### src/source/mips_pkg.sv
package mips_pkg;

	// Primary opcodes, instr[31:26]
	localparam logic [5:0] op_rtype = 6'b000000; // Special, funct selects op
	localparam logic [5:0] op_lw    = 6'b100011;
	localparam logic [5:0] op_sw    = 6'b101011;
	localparam logic [5:0] op_beq   = 6'b000100;
	localparam logic [5:0] op_addi  = 6'b001000;
	localparam logic [5:0] op_j     = 6'b000010;

	// R-type funct codes, instr[5:0]
	localparam logic [5:0] funct_add = 6'b100000;
	localparam logic [5:0] funct_sub = 6'b100010;
	localparam logic [5:0] funct_and = 6'b100100;
	localparam logic [5:0] funct_or  = 6'b100101;
	localparam logic [5:0] funct_slt = 6'b101010;

	// ALU control, classic 3-bit encoding
	// Bit 2 inverts b and feeds carry in
	typedef enum logic [2:0] {
		alu_and = 3'b000,
		alu_or  = 3'b001,
		alu_add = 3'b010,
		alu_sub = 3'b110,
		alu_slt = 3'b111  // Signed compare, 1 or 0
	} alu_op_t;

	// Boot ROM base in kseg1, PC after reset
	localparam logic [31:0] reset_vector = 32'hBFC00000;

	// Return value register, tapped for observation
	localparam logic [4:0] reg_v0 = 5'd2;

endpackage

### src/source/alu.sv
`timescale 1ns/1ps

module alu (
	input  mips_pkg::alu_op_t op,
	input  logic [31:0]       a,
	input  logic [31:0]       b,
	output logic [31:0]       result,
	output logic              zero
);
	import mips_pkg::*;

	logic [31:0] sum;
	logic [31:0] diff;
	logic        less;

	assign sum  = a + b;
	assign diff = a - b; // Two's complement, wraps on overflow

	// Signed compare, overflow-safe
	assign less = $signed(a) < $signed(b);

	always_comb begin
		case (op)
			alu_and: result = a & b;
			alu_or:  result = a | b;
			alu_add: result = sum;
			alu_sub: result = diff;
			alu_slt: result = {31'd0, less};
			default: result = 32'd0; // Encodings 011..101 unused
		endcase
	end

	// BEQ looks at this after a subtract
	assign zero = (result == 32'd0);

endmodule

### src/source/reg_file.sv
`timescale 1ns/1ps

module reg_file (
	input  logic        clk,
	input  logic        reset,
	input  logic        write_enable,
	input  logic [4:0]  read_addr_a,
	input  logic [4:0]  read_addr_b,
	input  logic [4:0]  write_addr,
	input  logic [31:0] write_data,
	output logic [31:0] read_data_a,
	output logic [31:0] read_data_b,
	output logic [31:0] v0
);
	import mips_pkg::*;

	logic [31:0] regs [32];

	// Write on edge, $zero never written
	always_ff @(posedge clk or posedge reset) begin
		if (reset) begin
			for (int i = 0; i < 32; i++) begin
				regs[i] <= 32'd0;
			end
		end else if (write_enable && (write_addr != 5'd0)) begin
			regs[write_addr] <= write_data;
		end
	end

	// Combinational reads, register 0 reads as zero
	assign read_data_a = (read_addr_a == 5'd0) ? 32'd0 : regs[read_addr_a];
	assign read_data_b = (read_addr_b == 5'd0) ? 32'd0 : regs[read_addr_b];

	assign v0 = regs[reg_v0]; // Observation tap

endmodule

### src/source/instr_decoder.sv
`timescale 1ns/1ps

module instr_decoder (
	input  logic [31:0]       instr,
	output logic              reg_write,
	output logic              reg_dst,
	output logic              alu_src,
	output logic              branch,
	output logic              mem_write,
	output logic              mem_to_reg,
	output logic              jump,
	output mips_pkg::alu_op_t alu_op
);
	import mips_pkg::*;

	logic [5:0] opcode;
	logic [5:0] funct;

	assign opcode = instr[31:26];
	assign funct  = instr[5:0];

	always_comb begin
		// Default is a no-op, nothing written
		reg_write  = 1'b0;
		reg_dst    = 1'b0;
		alu_src    = 1'b0;
		branch     = 1'b0;
		mem_write  = 1'b0;
		mem_to_reg = 1'b0;
		jump       = 1'b0;
		alu_op     = alu_add;

		case (opcode)
			op_rtype: begin
				reg_dst = 1'b1; // Destination is rd
				// ALU op straight from funct
				case (funct)
					funct_add: begin
						reg_write = 1'b1;
						alu_op    = alu_add;
					end
					funct_sub: begin
						reg_write = 1'b1;
						alu_op    = alu_sub;
					end
					funct_and: begin
						reg_write = 1'b1;
						alu_op    = alu_and;
					end
					funct_or: begin
						reg_write = 1'b1;
						alu_op    = alu_or;
					end
					funct_slt: begin
						reg_write = 1'b1;
						alu_op    = alu_slt;
					end
					default: reg_write = 1'b0; // Unknown funct, no-op
				endcase
			end
			op_lw: begin
				reg_write  = 1'b1;
				alu_src    = 1'b1; // base + offset
				mem_to_reg = 1'b1; // Write back load data
			end
			op_sw: begin
				alu_src   = 1'b1;
				mem_write = 1'b1;
			end
			op_beq: begin
				branch = 1'b1;
				alu_op = alu_sub; // Zero flag means equal
			end
			op_addi: begin
				reg_write = 1'b1;
				alu_src   = 1'b1; // Sign-extended immediate
			end
			op_j: jump = 1'b1;
			default: jump = 1'b0; // Undefined opcode, falls through to PC+4
		endcase
	end

endmodule

### src/source/datapath.sv
`timescale 1ns/1ps

module datapath (
	input  logic              clk,
	input  logic              reset,
	input  logic              clk_enable,
	input  logic [31:0]       instr,
	input  logic              reg_write,
	input  logic              reg_dst,
	input  logic              alu_src,
	input  logic              branch,
	input  logic              mem_write,
	input  logic              mem_to_reg,
	input  logic              jump,
	input  mips_pkg::alu_op_t alu_op,
	input  logic [31:0]       data_readdata,
	output logic [31:0]       pc,
	output logic [31:0]       alu_result,
	output logic [31:0]       write_data,
	output logic              data_write,
	output logic              data_read,
	output logic              active,
	output logic [31:0]       register_v0
);
	import mips_pkg::*;

	// Instruction fields
	logic [4:0]  rs;
	logic [4:0]  rt;
	logic [4:0]  rd;
	logic [15:0] imm;
	logic [25:0] jump_index;

	// Next-PC path
	logic [31:0] pc_plus4;
	logic [31:0] imm_ext;
	logic [31:0] branch_target;
	logic [31:0] jump_target;
	logic [31:0] pc_next;
	logic        zero;
	logic        take_branch;
	logic        halt;

	// Operands and write-back
	logic [4:0]  write_reg;
	logic [31:0] src_a;
	logic [31:0] src_b;
	logic [31:0] rt_value;
	logic [31:0] wb_data;

	// Gating
	logic        run;
	logic        mem_enable;
	logic        rf_write;

	assign rs         = instr[25:21];
	assign rt         = instr[20:16];
	assign rd         = instr[15:11];
	assign imm        = instr[15:0];
	assign jump_index = instr[25:0];

	// Retire only on enabled edges while not halted
	assign run = clk_enable & active;

	// Memory strobes stay off while reset is asserted
	assign mem_enable = run & ~reset;

	assign rf_write   = reg_write & run;
	assign data_write = mem_write & mem_enable;
	assign data_read  = mem_to_reg & mem_enable; // Only LW sets mem_to_reg

	assign imm_ext = {{16{imm[15]}}, imm}; // Sign extend

	assign write_reg = reg_dst ? rd : rt; // rd for R-type, rt otherwise

	assign src_b = alu_src ? imm_ext : rt_value;

	assign write_data = rt_value; // SW stores rt

	assign wb_data = mem_to_reg ? data_readdata : alu_result;

	reg_file u_reg_file (
		.clk          (clk),
		.reset        (reset),
		.write_enable (rf_write),
		.read_addr_a  (rs),
		.read_addr_b  (rt),
		.write_addr   (write_reg),
		.write_data   (wb_data),
		.read_data_a  (src_a),
		.read_data_b  (rt_value),
		.v0           (register_v0)
	);

	alu u_alu (
		.op     (alu_op),
		.a      (src_a),
		.b      (src_b),
		.result (alu_result),
		.zero   (zero)
	);

	assign pc_plus4 = pc + 32'd4;

	// Word offset relative to the following instruction
	assign branch_target = pc_plus4 + {imm_ext[29:0], 2'b00};

	// Region bits kept from PC+4
	assign jump_target = {pc_plus4[31:28], jump_index, 2'b00};

	assign take_branch = branch & zero; // BEQ taken when rs == rt

	always_comb begin
		if (jump) begin
			pc_next = jump_target;
		end else if (take_branch) begin
			pc_next = branch_target;
		end else begin
			pc_next = pc_plus4; // Also for undecoded opcodes
		end
	end

	// Self-jump means the program has finished
	assign halt = jump & (jump_target == pc);

	always_ff @(posedge clk or posedge reset) begin
		if (reset) begin
			pc <= reset_vector;
		end else if (run) begin
			pc <= pc_next; // Halt jump lands on itself
		end
	end

	always_ff @(posedge clk or posedge reset) begin
		if (reset) begin
			active <= 1'b1;
		end else if (run && halt) begin
			active <= 1'b0; // Sticky until next reset
		end
	end

endmodule

### src/source/mips_cpu_harvard.sv
`timescale 1ns/1ps

module mips_cpu_harvard (
	input  logic        clk,
	input  logic        reset,
	input  logic        clk_enable,
	output logic        active,
	output logic [31:0] register_v0,

	// Instruction port, combinational read
	output logic [31:0] instr_address,
	input  logic [31:0] instr_readdata,

	// Data port, combinational read, write on edge
	output logic [31:0] data_address,
	output logic        data_write,
	output logic        data_read,
	output logic [31:0] data_writedata,
	input  logic [31:0] data_readdata
);
	import mips_pkg::*;

	// Control from decoder to datapath
	logic    reg_write;
	logic    reg_dst;
	logic    alu_src;
	logic    branch;
	logic    mem_write;
	logic    mem_to_reg;
	logic    jump;
	alu_op_t alu_op;

	instr_decoder u_instr_decoder (
		.instr      (instr_readdata), // Only opcode and funct are decoded
		.reg_write  (reg_write),
		.reg_dst    (reg_dst),
		.alu_src    (alu_src),
		.branch     (branch),
		.mem_write  (mem_write),
		.mem_to_reg (mem_to_reg),
		.jump       (jump),
		.alu_op     (alu_op)
	);

	datapath u_datapath (
		.clk           (clk),
		.reset         (reset),
		.clk_enable    (clk_enable),
		.instr         (instr_readdata),
		.reg_write     (reg_write),
		.reg_dst       (reg_dst),
		.alu_src       (alu_src),
		.branch        (branch),
		.mem_write     (mem_write),
		.mem_to_reg    (mem_to_reg),
		.jump          (jump),
		.alu_op        (alu_op),
		.data_readdata (data_readdata),
		.pc            (instr_address),
		.alu_result    (data_address),   // Effective address for LW/SW
		.write_data    (data_writedata), // rt value for SW
		.data_write    (data_write),
		.data_read     (data_read),
		.active        (active),
		.register_v0   (register_v0)
	);

endmodule

### config.mk
export PLATFORM = sky130hd
export DESIGN_NAME = mips_cpu_harvard
export DESIGN_NICKNAME = d
export VERILOG_FILES = /design/src/source/mips_pkg.sv /design/src/source/alu.sv /design/src/source/reg_file.sv /design/src/source/instr_decoder.sv /design/src/source/datapath.sv /design/src/source/mips_cpu_harvard.sv
export SDC_FILE = /design/constraint.sdc
export NUM_CORES = 2
export LEC_CHECK = 0
export ABC_AREA = 0
export BUFFER_PORTS_ARGS = -buffer_cell sky130_fd_sc_hd__buf_2
export CAP_MARGIN = 0
export CORE_MARGIN = 2
export CORE_UTILIZATION = 55
export CTS_BUF_LIST = sky130_fd_sc_hd__clkbuf_8
export DETAILED_ROUTE_END_ITERATION = 10
export PLACE_DENSITY_LB_ADDON = 0.25
export SLEW_MARGIN = 10
export SYNTH_ARGS = -nofsm -noshare
export SYNTH_HDL_FRONTEND = slang
export SYNTH_HIERARCHICAL = 1
export SYNTH_SLANG_ARGS = --single-unit
### constraint.sdc
create_clock -name clk -period 40.7 [get_ports clk]
set_input_delay 8.14 -clock clk [delete_from_list [all_inputs] [get_ports clk]]
set_output_delay 8.14 -clock clk [all_outputs]
set_load 0.02 [all_outputs]
==> impl.org <==
** Timing
- Setup repair after global routing left no endpoint under its margin.
- In this run the tightest slew margin relative to its limit is 14.8%.
- Hold Fails Final Rpt :: 0
- Final Max Tran Viols :: 0
- Setup Total Neg Slack :: 0 ns
- Hold timing on the final database bottoms out at a slack of 0.395 ns.
- Setup clock skew after layout :: 0.0517 ns
- Achievable Freq :: 0.0424 GHz
- Worst-Margin Slew :: 1.27 ns
- The worst path in the final design needs a cycle of 23.59 ns, including I/O delays and setup.
- Setup violations remaining at the end of the flow were counted as 0.
- Of the available clock period, the critical path in the final layout requires 58.0%.

** Yosys
- In this run, synthesis produced a sequential element count of 1055.
- Summing every instance area after synthesis gives 65900 µm².
- Synthesized area per cell :: 12.8 µm²
- Gate Count Post-Synth :: 5126
- Number of synthesized flops with an enable pin :: 0
- Library cell occupying the most area in the post-synthesis netlist :: dfrtp_1
- Sequential cells were found to cover 40.1% of the synthesized design area.
- Share of the synthesized area in the top cell type :: 39.7%
- Synth top cells by count :: mux2_2, dfrtp_1, mux4_2, clkbuf_1, nand2_1
- Yosys printed 6 warnings.
- After synthesis, the cell types taking the most area are dfrtp_1, mux2_2, mux4_2.
- Prevailing post-synth register cell :: dfrtp_1
- Number of different library cells in the post-synthesis netlist :: 100
- For this run, asynchronously set or reset flops after synthesis account for 100%.
- By instance count, the leading cell after synthesis is mux2_2.

** CTS
- For this design, the sink count on the clock tree is 1055.
- The H-tree generated during clock tree synthesis spans 4 levels.
- For the worst-skew pair, the clock arrives at the later sink with an insertion delay of 0.91 ns.
- Number of buffers inserted by hold repair at cts :: 0
- Post-CTS Resized :: 0
- Clk root buf :: clkbuf_8
- CTS tree :: built
- The clock passes through at most 3 buffers.
- Total CTS buffers :: 179
- Clock-pin slew reported for the worst setup and hold paths after clock tree synthesis :: 0.06 ns
- Buffers inserted by post-CTS timing repair :: 0

** Place
- Number of cells after detailed placement :: 6493
- Port buffering added 195 buffers.
- Half-perimeter wire length of the detailed placement result :: 143 mm
- Routability-driven placement finished with a final weighted congestion of 0.958.

** Worst setup path
- Setup slack on the worst reg-to-reg path comes out at 31.90 ns.
- Worst reg2reg path depth :: 24
- Critical R2R Launch :: u_datapath/u_reg_file/v0[17]
- Slowest cell on crit path :: a311oi_1
- Cell breakdown of the critical path :: buf_8, buf_12, buf_4, mux2i_1, a221oi_1, o21ai_1, a311oi_1, mux2_2, inv_1, ha_1, and3_1, a221o_1, a2111o_1, a211oi_2, o41ai_1, buf_4, a31oi_1, a21oi_1, xnor2_1, a22oi_1, o21ai_0, buf_2
- CP arrival :: 15.45 ns
- Together, buffers and inverters on the worst path number 6.
- Nature of the critical path endpoint :: output pin
- Delay of the slowest critical-path stage :: 1.07 ns
- Along the worst path, the maximum fanout reaches 83.
- In this design, the critical path's most frequently occurring cell is buf_4.
- Kind of cell adding the most delay to the critical path :: compound AO/OA/AOI/OAI gates
- Worst Path Class, Setup :: in -> out
- In this run the critical register-to-register path is captured at u_datapath/pc[30].
- CP startpoint kind :: primary input
- STA puts the critical path data required time at 32.56 ns.

** Route
- After detailed routing, the total wire length is 228 mm.
- In this run, the number of DRC markers left after iteration 0 of detailed routing was 5566.
- Once detail routing completed, the nets flagged for antenna violations numbered 0.
- The routed layout has 48523 vias.
- Residual DRC count :: 0
- Wire length per cell after detailed routing :: 33.4 µm
- Routed via count divided by cell count :: 7.11
- Before antenna repair, the detailed router went through 6 iterations.

** Cells and area
- Core Util, Final :: 59.9%
- Non-filler instance count after layout :: 6823
- Layout net count :: 5279
- Layout cell share with drive strength beyond 1 :: 40.6%
- From synthesis to final layout, the design area changed by 7.76%.

** Power
- IR analysis of the VDD net gives a maximum drop of 0.0355 mV.
- Ratio of total power to cell area :: 35.1 nW/µm²
- The completed layout was analyzed and its total power is 2.49 mW.
- In this run the static leakage power is 33.7 nW.

** Min path
- Hold/Removal Path Class :: reg -> reg
- For hold timing, the worst endpoint is u_datapath/u_reg_file/regs[1007].
- Hold path startpoint :: u_datapath/u_reg_file/regs[1007]
- Number of cells on the worst hold path :: 0

** Global route
- Global routing finished with a remaining overflow of 0.
- Maximum number of pins on one net before global-route repair :: 110
- Total global-route track usage :: 37.3%
- After global routing, the most crowded layer is met2.
- Global routing used 10.6% of the available met3 tracks.
- For this run, global-route usage on met2 was measured as 55.8%.
- The first global-routing pass estimated 332 mm of wire.
- The initial antenna violation count is 13.
- The via count of the first global-routing pass is 47809.
- Global routing usage on met1 :: 49.6%

** Floorplan
- Area of the die :: 123000 µm²
- Area inside the core boundary :: 118000 µm²
- Die width :: 350 µm
- The initial utilization of the core area, before any placement, comes to 55.6%.
- For this design the top-level I/O count stands at 198.
- Number of placement rows :: 126
- From bottom edge to top edge, the die measures 350 µm.

** Outcome
- The flow ran to the end, and the final reports show no timing, DRC or antenna violations.

** Job
- Maximum Capacitance Violations :: 0
worst max-delay path by stage:
stage,startpoint,end,slack [ns],cells after the start
after floorplan,reset,u_datapath/u_reg_file/regs[0],3.74,1
after global placement,instr_readdata[17],data_address[26],17.54,22
after detailed placement,instr_readdata[17],data_address[26],17.36,22
after CTS,instr_readdata[17],data_address[26],17.36,22
after global routing,instr_readdata[18],data_address[26],16.87,22
final,instr_readdata[18],data_address[26],17.11,22
power by group:
part           switching, mW  total [mW]  internal, mW
logic                  0.338       0.443         0.105
registers                  0        1.05          1.05
clock network          0.462        1.00         0.539
total                  0.801        2.49          1.69
cells in the final DEF, fill, tap and decap left out, drive strengths merged, types with 19 or more instances in the layout:
cell	netlist	routed
nor2	131	131
xnor2	71	71
nor3	29	29
clkinv	2	31
buf	294	310
ha	135	135
nand3	52	52
a22oi	69	69
o21ai	215	215
a21o	40	40
a311oi	73	73
mux4	448	448
nand4	28	28
mux2	1111	1111
dfrtp	1045	1045
clkbuf	250	235
a21oi	111	111
a31oi	21	21
nor2b	79	79
nand2	185	185
a221oi	55	55
and3	19	19
xor2	26	26
inv	128	181
o211ai	25	25
mux2i	144	144
o22ai	29	29
o2111ai	19	19
a211oi	82	82
cell type report:
| cell class | count | area, µm² |
|---|---|---|
| Inverter | 130 | 498 |
| Timing Repair Buffer | 310 | 1920 |
| Clock inverter | 89 | 541 |
| Sequential cell | 1055 | 26400 |
| Fill cell | 9387 | 47400 |
| Tap cell | 1600 | 2000 |
| Multi-Input combinational cell | 3398 | 36300 |
| Antenna cell | 6 | 15.0 |
| Clock buffer | 235 | 3230 |
worst reg2reg max path, delay by kind of cell (launching register included):
family | cells | cell delay, ns
mux | 1 | 0.30
compound gates | 11 | 3.60
buf+inv | 3 | 0.46
fa+ha+maj | 1 | 0.49
flops | 1 | 0.56
simple gates | 8 | 3.33
cell families after synthesis:
kind of cell | share of synthesized area, %
buf+inv | 5.29
flops | 40.1
xor+xnor | 1.29
mux | 37.1
other cells | 0.00569
compound gates | 8.92
simple gates | 4.67
fa+ha+maj | 2.66
per-layer routing:
metal | wire length, µm | up-vias
met3 | 26100 | 698
li1 | - | 19497
met2 | 101000 | 2998
met5 | 56 | -
met4 | 13200 | 8
met1 | 87700 | 25322
state kept, by name, summed over array words and instances, names as in the netlist:
name,count
u_datapath/pc,30
u_datapath/active,1
u_datapath/u_reg_file/regs,992
u_datapath/u_reg_file/v0,32
per-stage QoR:
step	setup slack (ns)	cell area [µm²]
2_1_floorplan	3.74	65900
3_3_place_gp	17.54	67200
3_5_place_dp	17.36	67200
4_1_cts	17.36	70900
5_1_grt	16.87	71000
6_report	17.11	71000
(Power assumes the default switching activity.)
